--- src/fm_pkg.sv ---
package fm_pkg;

    ////////////////////
    // Sizes and constants
    ////////////////////

    // Wide enough for up to 16 channels
    localparam int SLOT_IDX_W = 5;

    // Waveform select
    localparam logic [1:0] WS_SQUARE   = 2'd0;
    localparam logic [1:0] WS_SAW      = 2'd1;
    localparam logic [1:0] WS_TRIANGLE = 2'd2;
    localparam logic [1:0] WS_HALF     = 2'd3;

    // Register map
    localparam logic [7:0] ADDR_GLOBAL = 8'h00;
    localparam logic [7:0] CH_BASE     = 8'h60;
    localparam logic [7:0] OP_BASE     = 8'h80;

    // Full-scale wave amplitude
    localparam logic signed [11:0] WAVE_MAX = 12'sd2047;

    ////////////////////
    // Register words
    ////////////////////

    typedef struct packed {
        logic [19:0] rsvd;
        logic [5:0]  tl;
        logic [3:0]  mult;
        logic [1:0]  ws;
    } op_attr_t;

    typedef struct packed {
        logic [14:0] rsvd;
        logic        chb;
        logic        cha;
        logic        kon;
        logic        cnt;    // 0 FM, 1 additive
        logic [2:0]  block;
        logic [9:0]  fnum;
    } ch_attr_t;

    // One write word, read as either attribute layout
    typedef union packed {
        op_attr_t op;
        ch_attr_t ch;
    } reg_word_u;

    ////////////////////
    // Engine to mixer
    ////////////////////

    typedef struct packed {
        logic [SLOT_IDX_W-1:0] idx;
        logic                  first;
        logic                  valid;
        logic                  last;
        logic [9:0]            phase;
    } slot_ctl_t;

endpackage

--- src/fm_regs.sv ---
`timescale 1ns/10ps

module fm_regs #(
    parameter int NUM_CH = 4
) (
    input  logic              clk,
    input  logic              reset,
    input  logic [7:0]        addr,
    input  logic [31:0]       wrdata,
    input  logic              wren,
    output logic [31:0]       rddata,
    output fm_pkg::reg_word_u ch_attr [NUM_CH],
    output fm_pkg::reg_word_u op_attr [2*NUM_CH],
    output logic [1:0]        gain
);

    import fm_pkg::*;

    localparam int NUM_SLOTS = 2 * NUM_CH;
    localparam int CH_W      = $clog2(NUM_CH);
    localparam int SLOT_W    = $clog2(NUM_SLOTS);

    // First address past each mapped block
    localparam logic [7:0] CH_END = CH_BASE + 8'(NUM_CH);
    localparam logic [7:0] OP_END = OP_BASE + 8'(NUM_SLOTS);

    logic        sel_global;
    logic        sel_ch;
    logic        sel_op;
    logic [7:0]  ch_off;
    logic [7:0]  op_off;
    reg_word_u   wr_word;
    reg_word_u   ch_word;
    reg_word_u   op_word;
    logic [1:0]  q_gain;
    reg_word_u   q_ch [NUM_CH];
    reg_word_u   q_op [NUM_SLOTS];

    ////////////////////
    // Address decode
    ////////////////////

    assign sel_global = addr == ADDR_GLOBAL;
    assign sel_ch     = (addr >= CH_BASE) && (addr < CH_END);
    assign sel_op     = (addr >= OP_BASE) && (addr < OP_END);
    assign ch_off     = addr - CH_BASE;
    assign op_off     = addr - OP_BASE;

    assign wr_word = wrdata;

    // Reserved bits stored as zero
    always_comb begin
        ch_word         = wr_word;
        ch_word.ch.rsvd = '0;
        op_word         = wr_word;
        op_word.op.rsvd = '0;
    end

    ////////////////////
    // Storage
    ////////////////////

    always_ff @(posedge clk or posedge reset) begin
        if (reset) begin
            q_gain <= 2'd0;
            for (int i = 0; i < NUM_CH; i++) begin
                q_ch[i] <= '0;
            end
            for (int i = 0; i < NUM_SLOTS; i++) begin
                q_op[i] <= '0;
            end
        end else if (wren) begin
            if (sel_global) begin
                q_gain <= wrdata[1:0];
            end
            if (sel_ch) begin
                q_ch[ch_off[CH_W-1:0]] <= ch_word;
            end
            if (sel_op) begin
                q_op[op_off[SLOT_W-1:0]] <= op_word;
            end
        end
    end

    assign ch_attr = q_ch;
    assign op_attr = q_op;
    assign gain    = q_gain;

    // Readback, zero outside the map
    always_comb begin
        rddata = 32'd0;
        if (sel_global) begin
            rddata = {30'd0, q_gain};
        end else if (sel_ch) begin
            rddata = q_ch[ch_off[CH_W-1:0]];
        end else if (sel_op) begin
            rddata = q_op[op_off[SLOT_W-1:0]];
        end
    end

endmodule

--- src/fm_slot_engine.sv ---
`timescale 1ns/10ps

module fm_slot_engine #(
    parameter int NUM_CH = 4
) (
    input  logic              clk,
    input  logic              reset,
    input  fm_pkg::reg_word_u ch_attr [NUM_CH],
    input  fm_pkg::reg_word_u op_attr [2*NUM_CH],
    output fm_pkg::slot_ctl_t slot
);

    import fm_pkg::*;

    localparam int NUM_SLOTS = 2 * NUM_CH;
    localparam int SLOT_W    = $clog2(NUM_SLOTS);

    typedef enum logic [2:0] {
        ST_SWEEP,
        ST_PHASE,
        ST_WAVE,
        ST_ATTEN,
        ST_RESULT
    } state_t;

    state_t            q_state;
    logic [SLOT_W-1:0] q_idx;
    slot_ctl_t         q_slot;
    logic [19:0]       q_acc [NUM_SLOTS];

    ch_attr_t          cur_ch;
    op_attr_t          cur_op;
    logic [16:0]       fnum_blk;
    logic [20:0]       inc;
    logic [19:0]       acc_next;
    logic              last_idx;

    ////////////////////
    // Phase increment
    ////////////////////

    // Two operators per channel, channel is the upper index bits
    assign cur_ch = ch_attr[q_idx[SLOT_W-1:1]].ch;
    assign cur_op = op_attr[q_idx].op;

    assign fnum_blk = {7'd0, cur_ch.fnum} << cur_ch.block;
    assign inc      = {4'd0, fnum_blk} * {17'd0, cur_op.mult};
    assign acc_next = q_acc[q_idx] + inc[19:0];
    assign last_idx = q_idx == SLOT_W'(NUM_SLOTS - 1);

    // Accumulators cleared by the sweep after reset
    always_ff @(posedge clk) begin
        if (q_state == ST_SWEEP) begin
            q_acc[q_idx] <= 20'd0;
        end else if (q_state == ST_PHASE) begin
            q_acc[q_idx] <= acc_next;
        end
    end

    ////////////////////
    // Slot sequencer
    ////////////////////

    always_ff @(posedge clk or posedge reset) begin
        if (reset) begin
            q_state <= ST_SWEEP;
            q_idx   <= '0;
            q_slot  <= '0;
        end else begin
            case (q_state)
                ST_SWEEP: begin
                    q_idx <= last_idx ? '0 : q_idx + 1'b1;
                    if (last_idx) begin
                        q_state <= ST_PHASE;
                    end
                end

                ST_PHASE: begin
                    q_slot.idx   <= SLOT_IDX_W'(q_idx);
                    q_slot.first <= ~q_idx[0];
                    q_slot.last  <= last_idx;
                    q_slot.phase <= acc_next[19:10];
                    q_state      <= ST_WAVE;
                end

                ST_WAVE: begin
                    q_state <= ST_ATTEN;
                end

                // Valid is seen by the mixer during the result cycle
                ST_ATTEN: begin
                    q_slot.valid <= 1'b1;
                    q_state      <= ST_RESULT;
                end

                ST_RESULT: begin
                    q_slot.valid <= 1'b0;
                    q_idx        <= last_idx ? '0 : q_idx + 1'b1;
                    q_state      <= ST_PHASE;
                end

                default: begin
                    q_state <= ST_SWEEP;
                end
            endcase
        end
    end

    assign slot = q_slot;

endmodule

--- src/fm_mixer.sv ---
`timescale 1ns/10ps

module fm_mixer #(
    parameter int NUM_CH = 4
) (
    input  logic               clk,
    input  logic               reset,
    input  fm_pkg::slot_ctl_t  slot,
    input  fm_pkg::reg_word_u  ch_attr [NUM_CH],
    input  fm_pkg::reg_word_u  op_attr [2*NUM_CH],
    input  logic [1:0]         gain,
    output logic signed [15:0] audio_l,
    output logic signed [15:0] audio_r,
    output logic               sample_valid
);

    import fm_pkg::*;

    localparam int NUM_SLOTS = 2 * NUM_CH;
    localparam int SLOT_W    = $clog2(NUM_SLOTS);
    localparam int SUM_W     = 12 + SLOT_W + 1;

    logic [SLOT_W-1:0]        s_idx;
    ch_attr_t                 cur_ch;
    op_attr_t                 cur_op;
    logic                     fm_mode;
    logic                     carrier;
    logic [9:0]               p;
    logic [11:0]              tri_up;
    logic signed [11:0]       wave;
    logic signed [11:0]       q_wave;
    logic signed [11:0]       q_out;
    logic signed [11:0]       q_mod;
    logic signed [SUM_W-1:0]  q_sum_l;
    logic signed [SUM_W-1:0]  q_sum_r;
    logic signed [SUM_W+2:0]  scaled_l;
    logic signed [SUM_W+2:0]  scaled_r;
    logic                     q_flush;

    function automatic logic signed [15:0] sat16(input logic signed [SUM_W+2:0] v);
        logic [SUM_W-13:0] top;
        top = v[SUM_W+2:15];
        if (top == '0 || top == '1) begin
            return v[15:0];
        end
        return v[SUM_W+2] ? 16'sh8000 : 16'sh7fff;
    endfunction

    assign s_idx   = slot.idx[SLOT_W-1:0];
    assign cur_ch  = ch_attr[s_idx[SLOT_W-1:1]].ch;
    assign cur_op  = op_attr[s_idx].op;
    assign fm_mode = ~cur_ch.cnt & ~slot.first;
    assign carrier = cur_ch.cnt | ~slot.first;

    ////////////////////
    // Waveform shaping
    ////////////////////

    // Modulator output of plus or minus full scale is half a cycle
    assign p      = fm_mode ? slot.phase + q_mod[11:2] : slot.phase;
    assign tri_up = {~p[8], p[7:0], 3'b000};

    always_comb begin
        case (cur_op.ws)
            WS_SQUARE:   wave = p[9] ? -WAVE_MAX : WAVE_MAX;
            WS_SAW:      wave = $signed({~p[9], p[8:0], 2'b00});
            WS_TRIANGLE: wave = p[9] ? $signed(~tri_up) : $signed(tri_up);
            default:     wave = p[9] ? 12'sd0 : WAVE_MAX;
        endcase
    end

    // Wave then attenuate, one stage per slot cycle
    always_ff @(posedge clk) begin
        q_wave <= wave;
        q_out  <= cur_ch.kon ? (q_wave >>> cur_op.tl[5:2]) : 12'sd0;
        if (slot.valid && slot.first) begin
            q_mod <= q_out;
        end
    end

    ////////////////////
    // Channel mix
    ////////////////////

    assign scaled_l = {{3{q_sum_l[SUM_W-1]}}, q_sum_l} <<< gain;
    assign scaled_r = {{3{q_sum_r[SUM_W-1]}}, q_sum_r} <<< gain;

    always_ff @(posedge clk or posedge reset) begin
        if (reset) begin
            q_sum_l      <= '0;
            q_sum_r      <= '0;
            q_flush      <= 1'b0;
            audio_l      <= '0;
            audio_r      <= '0;
            sample_valid <= 1'b0;
        end else begin
            q_flush      <= slot.valid & slot.last;
            sample_valid <= q_flush;
            // Flush falls in a phase cycle, never next to a valid
            if (q_flush) begin
                audio_l <= sat16(scaled_l);
                audio_r <= sat16(scaled_r);
                q_sum_l <= '0;
                q_sum_r <= '0;
            end else if (slot.valid && carrier) begin
                if (cur_ch.cha) begin
                    q_sum_l <= q_sum_l + {{(SUM_W-12){q_out[11]}}, q_out};
                end
                if (cur_ch.chb) begin
                    q_sum_r <= q_sum_r + {{(SUM_W-12){q_out[11]}}, q_out};
                end
            end
        end
    end

endmodule

--- src/fmsynth.sv ---
`timescale 1ns/10ps

module fmsynth #(
    parameter int NUM_CH = 4
) (
    input  logic               clk,
    input  logic               reset,
    input  logic [7:0]         addr,
    input  logic [31:0]        wrdata,
    input  logic               wren,
    output logic [31:0]        rddata,
    output logic signed [15:0] audio_l,
    output logic signed [15:0] audio_r,
    output logic               sample_valid
);

    import fm_pkg::*;

    reg_word_u  ch_attr [NUM_CH];
    reg_word_u  op_attr [2*NUM_CH];
    logic [1:0] gain;
    slot_ctl_t  slot;

    ////////////////////
    // Register port
    ////////////////////

    fm_regs #(
        .NUM_CH(NUM_CH)
    ) i_fm_regs (
        .clk     (clk),
        .reset   (reset),
        .addr    (addr),
        .wrdata  (wrdata),
        .wren    (wren),
        .rddata  (rddata),
        .ch_attr (ch_attr),
        .op_attr (op_attr),
        .gain    (gain)
    );

    ////////////////////
    // Slot engine and mix
    ////////////////////

    fm_slot_engine #(
        .NUM_CH(NUM_CH)
    ) i_fm_slot_engine (
        .clk     (clk),
        .reset   (reset),
        .ch_attr (ch_attr),
        .op_attr (op_attr),
        .slot    (slot)
    );

    fm_mixer #(
        .NUM_CH(NUM_CH)
    ) i_fm_mixer (
        .clk          (clk),
        .reset        (reset),
        .slot         (slot),
        .ch_attr      (ch_attr),
        .op_attr      (op_attr),
        .gain         (gain),
        .audio_l      (audio_l),
        .audio_r      (audio_r),
        .sample_valid (sample_valid)
    );

endmodule

--- config.mk ---
export PLATFORM = sky130hd
export DESIGN_NAME = fmsynth
export DESIGN_NICKNAME = d
export VERILOG_FILES = /design/src/fm_pkg.sv /design/src/fm_regs.sv /design/src/fm_slot_engine.sv /design/src/fm_mixer.sv /design/src/fmsynth.sv
export SDC_FILE = /design/constraint.sdc
export NUM_CORES = 1
export LEC_CHECK = 0
export ABC_AREA = 0
export BUFFER_PORTS_ARGS = -buffer_cell sky130_fd_sc_hd__buf_4
export CORE_ASPECT_RATIO = 0.5
export CORE_MARGIN = 4
export CORE_UTILIZATION = 40
export CTS_BUF_LIST = sky130_fd_sc_hd__clkbuf_4 sky130_fd_sc_hd__clkbuf_8
export DETAILED_ROUTE_END_ITERATION = 12
export PLACE_DENSITY_LB_ADDON = 0.15
export SYNTH_ARGS = -nofsm -noshare
export SYNTH_HDL_FRONTEND = slang
export SYNTH_HIERARCHICAL = 1
export SYNTH_SLANG_ARGS = --single-unit
--- constraint.sdc ---
create_clock -name clk -period 7.6 [get_ports clk]
set_clock_uncertainty 0.1 [all_clocks]
set_input_delay 2.28 -clock clk [delete_from_list [all_inputs] [get_ports clk]]
set_output_delay 2.28 -clock clk [all_outputs]
set_load 0.05 [all_outputs]
**Word level (Yosys, flattened, before mapping)**

Memory sizes are Yosys's and may differ from the RTL's.
Cells that the tools add are included.

- ROM bits: 0
- Bits in latches: 0
- Register bits after elaboration: 510
- Logic and storage cells: 161
- Memory bits (writable): 160
- Memories: 1

- Reductions and logical operators: 23
- Multiply operators: 1
- Bitwise logic cells: 16
- Add/subtract/negate cells: 7
- Divide/modulo/power cells: 0
- Shifts and indexed selects: 4
- Eq/ne operators: 10
- Mux-type cells: 58
- $lt $le $gt $ge: 12

Memories:

| memory | depth | bits a word | rd ports | clocked after memory_dff | write ports | RTL line | text |
|---|---|---|---|---|---|---|---|
| i_fm_slot_engine.q_acc | 8 | 20 | 1 | 0 | 1 | fm_slot_engine.sv:29 | `logic [19:0] q_acc [NUM_SLOTS];` |

Operators with widths:

| cell | count |
|---|---|
| binary-select mux 32 bit (select 3 bit) | 3 |
| two-way mux 32 bit | 9 |
| bitwise mux 256 bit | 1 |
| binary-select mux 32 bit (select 2 bit) | 3 |
| two-way mux 16 bit | 12 |
| bitwise mux 128 bit | 1 |
| demux 32 bit (select 3 bit) | 1 |
| demux 32 bit (select 2 bit) | 1 |
| two-way mux 12 bit | 4 |
| <<< shifter 19 x 2 -> 19 bit | 2 |
| case mux 12 bit (3 select lines) | 1 |
| two-way mux 17 bit | 2 |
| adder 16 bit | 2 |
| two-way mux 13 bit | 2 |
| adder 20 bit | 1 |
| multiplier 17 x 4 -> 20 bit | 1 |
| two-way mux 20 bit | 1 |
| left shift 10 x 3 -> 17 bit | 1 |
| case mux 3 bit (5 select lines) | 1 |
| >= comparator 4 bit (second input constant) | 3 |
| two-way mux 6 bit | 2 |
| NOT 12 bit | 1 |
| NOT 3 -> 4 bit | 3 |
| >>> shifter 12 x 4 -> 12 bit | 1 |
| 36 further kinds | 72 |

**Logic depth before layout (Yosys ltp)**

- Depth after elaboration: 11
- Mapped depth: 23

**Modules after synthesis**

Netlist, hierarchy kept.

By module, submodules not included:

| module | sequential area each (µm²) | cells each | instances | area an instance (µm²) |
|---|---|---|---|---|
| fm_slot_engine | 5355.1 | 842 | 1 | 10306.1 |
| fm_regs | 4154.0 | 746 | 1 | 9608.0 |
| fm_mixer | 2432.3 | 802 | 1 | 7360.8 |

**Least setup slack after synthesis**

No wires, ideal clock.

- Path kind: input to output
- Start point: in addr[0]
- End point: out rddata[9]
- Slack: 0.828 ns
- Cell stages on the path: 6
- Arrival: 4.392 ns
- Path through: buf_2 > buf_2 > or2_2 > buf_2 > o22ai_1 > o31ai_1

- Longest elaborated chain between the ends: 8
- Elaborated cells on any way between the ends: 20
- Classes of those cells: add/sub: 2; order compare: 4; mux: 9; bitwise: 2; reduce/logical: 3

Ends and longest elaborated chain:

| what | RTL line | text |
|---|---|---|
| start: declaration | fmsynth.sv:8 | `input logic [7:0] addr,` |
| subtractor 3 x 1 -> 3 bit | fm_regs.sv:47 | `assign op_off = addr - OP_BASE;` |
| NOT 3 -> 4 bit (not written as such) | fm_regs.sv:97 | `rddata = q_op[op_off[SLOT_W-1:0]];` |
| binary-select mux 32 bit (select 3 bit) | fm_regs.sv:97 |  |
| two-way mux 32 bit (not written as such) (2 in a row) | fm_regs.sv:97 |  |
| two-way mux 32 bit | fm_regs.sv:96 | `end else if (sel_op) begin` |
| two-way mux 32 bit | fm_regs.sv:94 | `end else if (sel_ch) begin` |
| two-way mux 32 bit (*) | fm_regs.sv:92 | `if (sel_global) begin` |
| end: declaration | fmsynth.sv:11 | `output logic [31:0] rddata,` |

Mark *: on every way between the ends. The rest lies on a longest branch, timed or not. The select of a mux whose other input is x is not followed.

**Final worst setup path**

- Start point: reg i_fm_slot_engine.q_idx[1]
- End point: mem i_fm_slot_engine.q_acc[5][19], data pin

- Longest elaborated chain between the ends: 8
- Elaborated cells on any way between the ends: 13
- Classes of those cells: add/sub: 1; mul: 1; shift: 1; mux: 7; bitwise: 2; memory: 1

Ends and longest elaborated chain:

| what | RTL line | text |
|---|---|---|
| start: declaration | fm_slot_engine.sv:27 | `logic [SLOT_W-1:0] q_idx;` |
| start signal: assignment | fm_slot_engine.sv:72 | `q_idx <= last_idx ? '0 : q_idx + 1'b1;` |
| start signal: assignment | fm_slot_engine.sv:98 | `q_idx <= last_idx ? '0 : q_idx + 1'b1;` |
| NOT 2 -> 3 bit (not written as such) | fm_slot_engine.sv:43 | `assign cur_ch = ch_attr[q_idx[SLOT_W-1:1]].ch;` |
| binary-select mux 32 bit (select 2 bit) | fm_slot_engine.sv:43 |  |
| two-way mux 13 bit (not written as such) (2 in a row) | fm_slot_engine.sv:43 |  |
| left shift 10 x 3 -> 17 bit | fm_slot_engine.sv:46 | `assign fnum_blk = {7'd0, cur_ch.fnum} << cur_ch.block;` |
| multiplier 17 x 4 -> 20 bit | fm_slot_engine.sv:47 | `assign inc = {4'd0, fnum_blk} * {17'd0, cur_op.mult};` |
| adder 20 bit (*) | fm_slot_engine.sv:48 | `assign acc_next = q_acc[q_idx] + inc[19:0];` |
| two-way mux 20 bit (no source line) (*) | - |  |
| end: declaration | fm_slot_engine.sv:29 |  |

Marked as above.

==> reports/results.txt <==
Worst vdd rail ir drop = 0.151 mV
Final HPWL DP = 43,400 um
Htree depth = 3
Final min period = 6.81 ns
WP data arrival = 7.06 ns
Yosys Warn Count = 6
Worst EP required = 7.85 ns
Setup Total Neg Slack = 0 ns
Setup Buffers After CTS = 0
Die extent in y = 187 um
Share of layout cells above drive strength 1 = 0.248
Antenna violations before repair = 1
Final core utilization = 0.450
Latest clock arrival within the worst-skew pair = 0.68 ns
IO Count = 108
Tightest Pin Transition = 1.20 ns
Nets@finish = 2,395
Final Max Slew Viols = 0
DP Worst Slack = 0.536 ns
CP Capture Type = flip-flop
Reg clk slew, reported paths = 0.07 ns
CTS max path bufs = 3
Crit Path Max Fanout = 25
Post-DRT Antenna Nets = 0
Root buf cell = clkbuf_8
Crit-path most repeated cell = fa_1
Normalized max-slew margin = 0.200
GRT Resource Usage Total = 0.192
CP peak stage delay = 0.72 ns
Vias = 17,200
Mapped Cells = 2,167
Fmax = 147 MHz
Synthesis-to-finish area growth = 11.0%
Hold crit path type = flip-flop to flip-flop
CTS tree = built
Critical path launch point type = flip-flop
Worst Path Class, Setup = flip-flop to flip-flop
Final setup viols = 0
WL final = 65,500 um
Die span in x = 366 um
CP max stage cell = dfrtp_2
Synth Cell Area = 25,600 um^2
Vias/cell = 5.52
PwrDens = 181 nW/um^2
Outcome = finished clean
GR Overflow Total = 0
Area of the die = 68,400 um^2
Initial Util = 0.405
Gpl congestion = 0.820
Placement Rows = 65
TritonRoute pass-1 iters = 5
Leakage power = 12.4 nW
Routed wire per std cell = 21.0 um
CTS resizes = 0
CP Cell Sequence = buf_4 -> or2_2 -> o22ai_1 -> nand2_1 -> o21ai_0 -> or3_1 -> or2_1 -> fa_1 -> fa_1 -> fa_1 -> inv_1 -> ha_1 -> nor2b_1 -> o2111ai_1 -> a21oi_1 -> o31ai_1 -> o21ai_0 -> xnor2_1 -> nor2_1
MaxCap Viol Count = 0
Clock sink count = 448
Synth Area per Inst = 11.8 um^2
TritonCTS buffer count = 69
DRC Markers = 0
Largest net degree at the start of global routing = 167
Core ar. = 63,200 um^2
Count of hold-fix buffers inserted at cts = 0
Vias in the first global route = 17,100
DRT iter0 DRCs = 1,198
IO buf count = 77
Crit share post-route = 0.896
Setup repair after global routing missed its margin = no
WHS = 0.393 ns
First-pass GRT wire length = 103,000 um
Fin worst setup slack = 0.791 ns
Fin. Hold Viols = 0
final timing paths:
| kind | start | to | slack (ns) | cells past startpoint |
|---|---|---|---|---|
| worst max-delay path | i_fm_slot_engine/q_idx[1]$_DFFE_PP0P_ | i_fm_slot_engine/q_acc[5][19]$_DFFE_PP_ | 0.79 | 19 |
| worst min-delay path | i_fm_slot_engine/slot[15]$_DFFE_PP0P_ | i_fm_slot_engine/slot[15]$_DFFE_PP0P_ | 0.39 | 2 |
| worst max register to register | i_fm_slot_engine/q_idx[1]$_DFFE_PP0P_ | i_fm_slot_engine/q_acc[5][19]$_DFFE_PP_ | 0.79 | 19 |
| worst min register to register | i_fm_slot_engine/slot[15]$_DFFE_PP0P_ | i_fm_slot_engine/slot[15]$_DFFE_PP0P_ | 0.39 | 2 |
| max in group asynchronous | reset | i_fm_regs/op_attr[2]$_DFFE_PP0P_ | 4.87 | 3 |
| min in group asynchronous | reset | i_fm_regs/ch_attr[78]$_DFFE_PP0P_ | 1.70 | 3 |
through the flow:
step / cells / cell area (um^2) / power (mW)
global placement: 3001 / 27000 / 3.01
floorplan: 2181 / 25700 / 2.92
global route: 3124 / 28400 / 5.37
finish: 3124 / 28400 / 5.15
detailed placement: 3001 / 27000 / 3.02
CTS: 3123 / 28400 / 5.22
sequential cells by signal (all words and copies together), names as in the netlist, 3 cells and up:
name	count
i_fm_regs/ch_attr	68
i_fm_slot_engine/q_acc	160
i_fm_mixer/q_sum_l	16
i_fm_regs/op_attr	96
i_fm_mixer/q_out	12
i_fm_slot_engine/q_idx	3
i_fm_mixer/audio_l	16
i_fm_mixer/q_wave	12
i_fm_mixer/q_sum_r	16
i_fm_mixer/q_mod	10
i_fm_slot_engine/slot	16
i_fm_slot_engine/q_state	3
i_fm_mixer/audio_r	16
cell type report:
class,count,area [um^2]
repair buffers,131,996
multi-input cells,1494,12600
clock inverters,15,129
fillers,5880,34800
diodes,1,2.50
well taps,837,1050
clock buffers,107,1340
flip-flops and latches,448,11900
inverters,91,347
worst max-delay path, delay by kind of cell, from the launching register on:
| family | cells | cell delay (ns) |
|---|---|---|
| compound gates | 6 | 1.34 |
| xor+xnor | 1 | 0.40 |
| fa+ha+maj | 4 | 1.77 |
| buf+inv | 2 | 0.43 |
| flops | 1 | 0.72 |
| simple gates | 6 | 1.73 |
layer usage:
layer | global-route usage | up-vias | wire length [um] | part of all wire
met3 | 0.0354 | 86 | 3330 | 0.051
met2 | 0.285 | 411 | 27900 | 0.43
met4 | 0.0486 | 0 | 1110 | 0.017
met5 | 0 | - | 0 | 0
li1 | - | 8083 | - | -
met1 | 0.288 | 8665 | 33100 | 0.51
report_power, final:
group          total (mW)  internal [mW]  switching (mW)
Combinational       0.377          0.155           0.221
Clock                2.18           1.19           0.991
Sequential           2.59           2.55          0.0433
cell usage in the layout (no fill, tap or decap), types with 11 or more instances in the layout:
cell type / count
o21a_1: 11
or3_1: 11
a221oi_1: 15
a21oi_1: 114
nor2b_1: 28
xnor2_1: 32
nor3_1: 23
or2_2: 14
fa_1: 50
nand4_1: 16
mux4_2: 71
mux2_2: 181
o22ai_1: 17
a31oi_1: 24
dfrtp_1: 250
o21ai_0: 59
nand2b_1: 12
ha_1: 67
conb_1: 15
edfxtp_1: 170
a22oi_1: 48
and2_1: 20
nor2_1: 203
a211oi_1: 14
buf_4: 130
a22o_1: 15
nand3_1: 29
clkbuf_8: 85
xor2_1: 15
nand2_1: 107
mux2i_1: 97
o31ai_1: 14
mux2_4: 20
a21o_1: 26
and3_1: 27
dfxtp_1: 24
inv_1: 89
clkbuf_4: 22
Note: power is estimated with default switching activity, not from simulation.
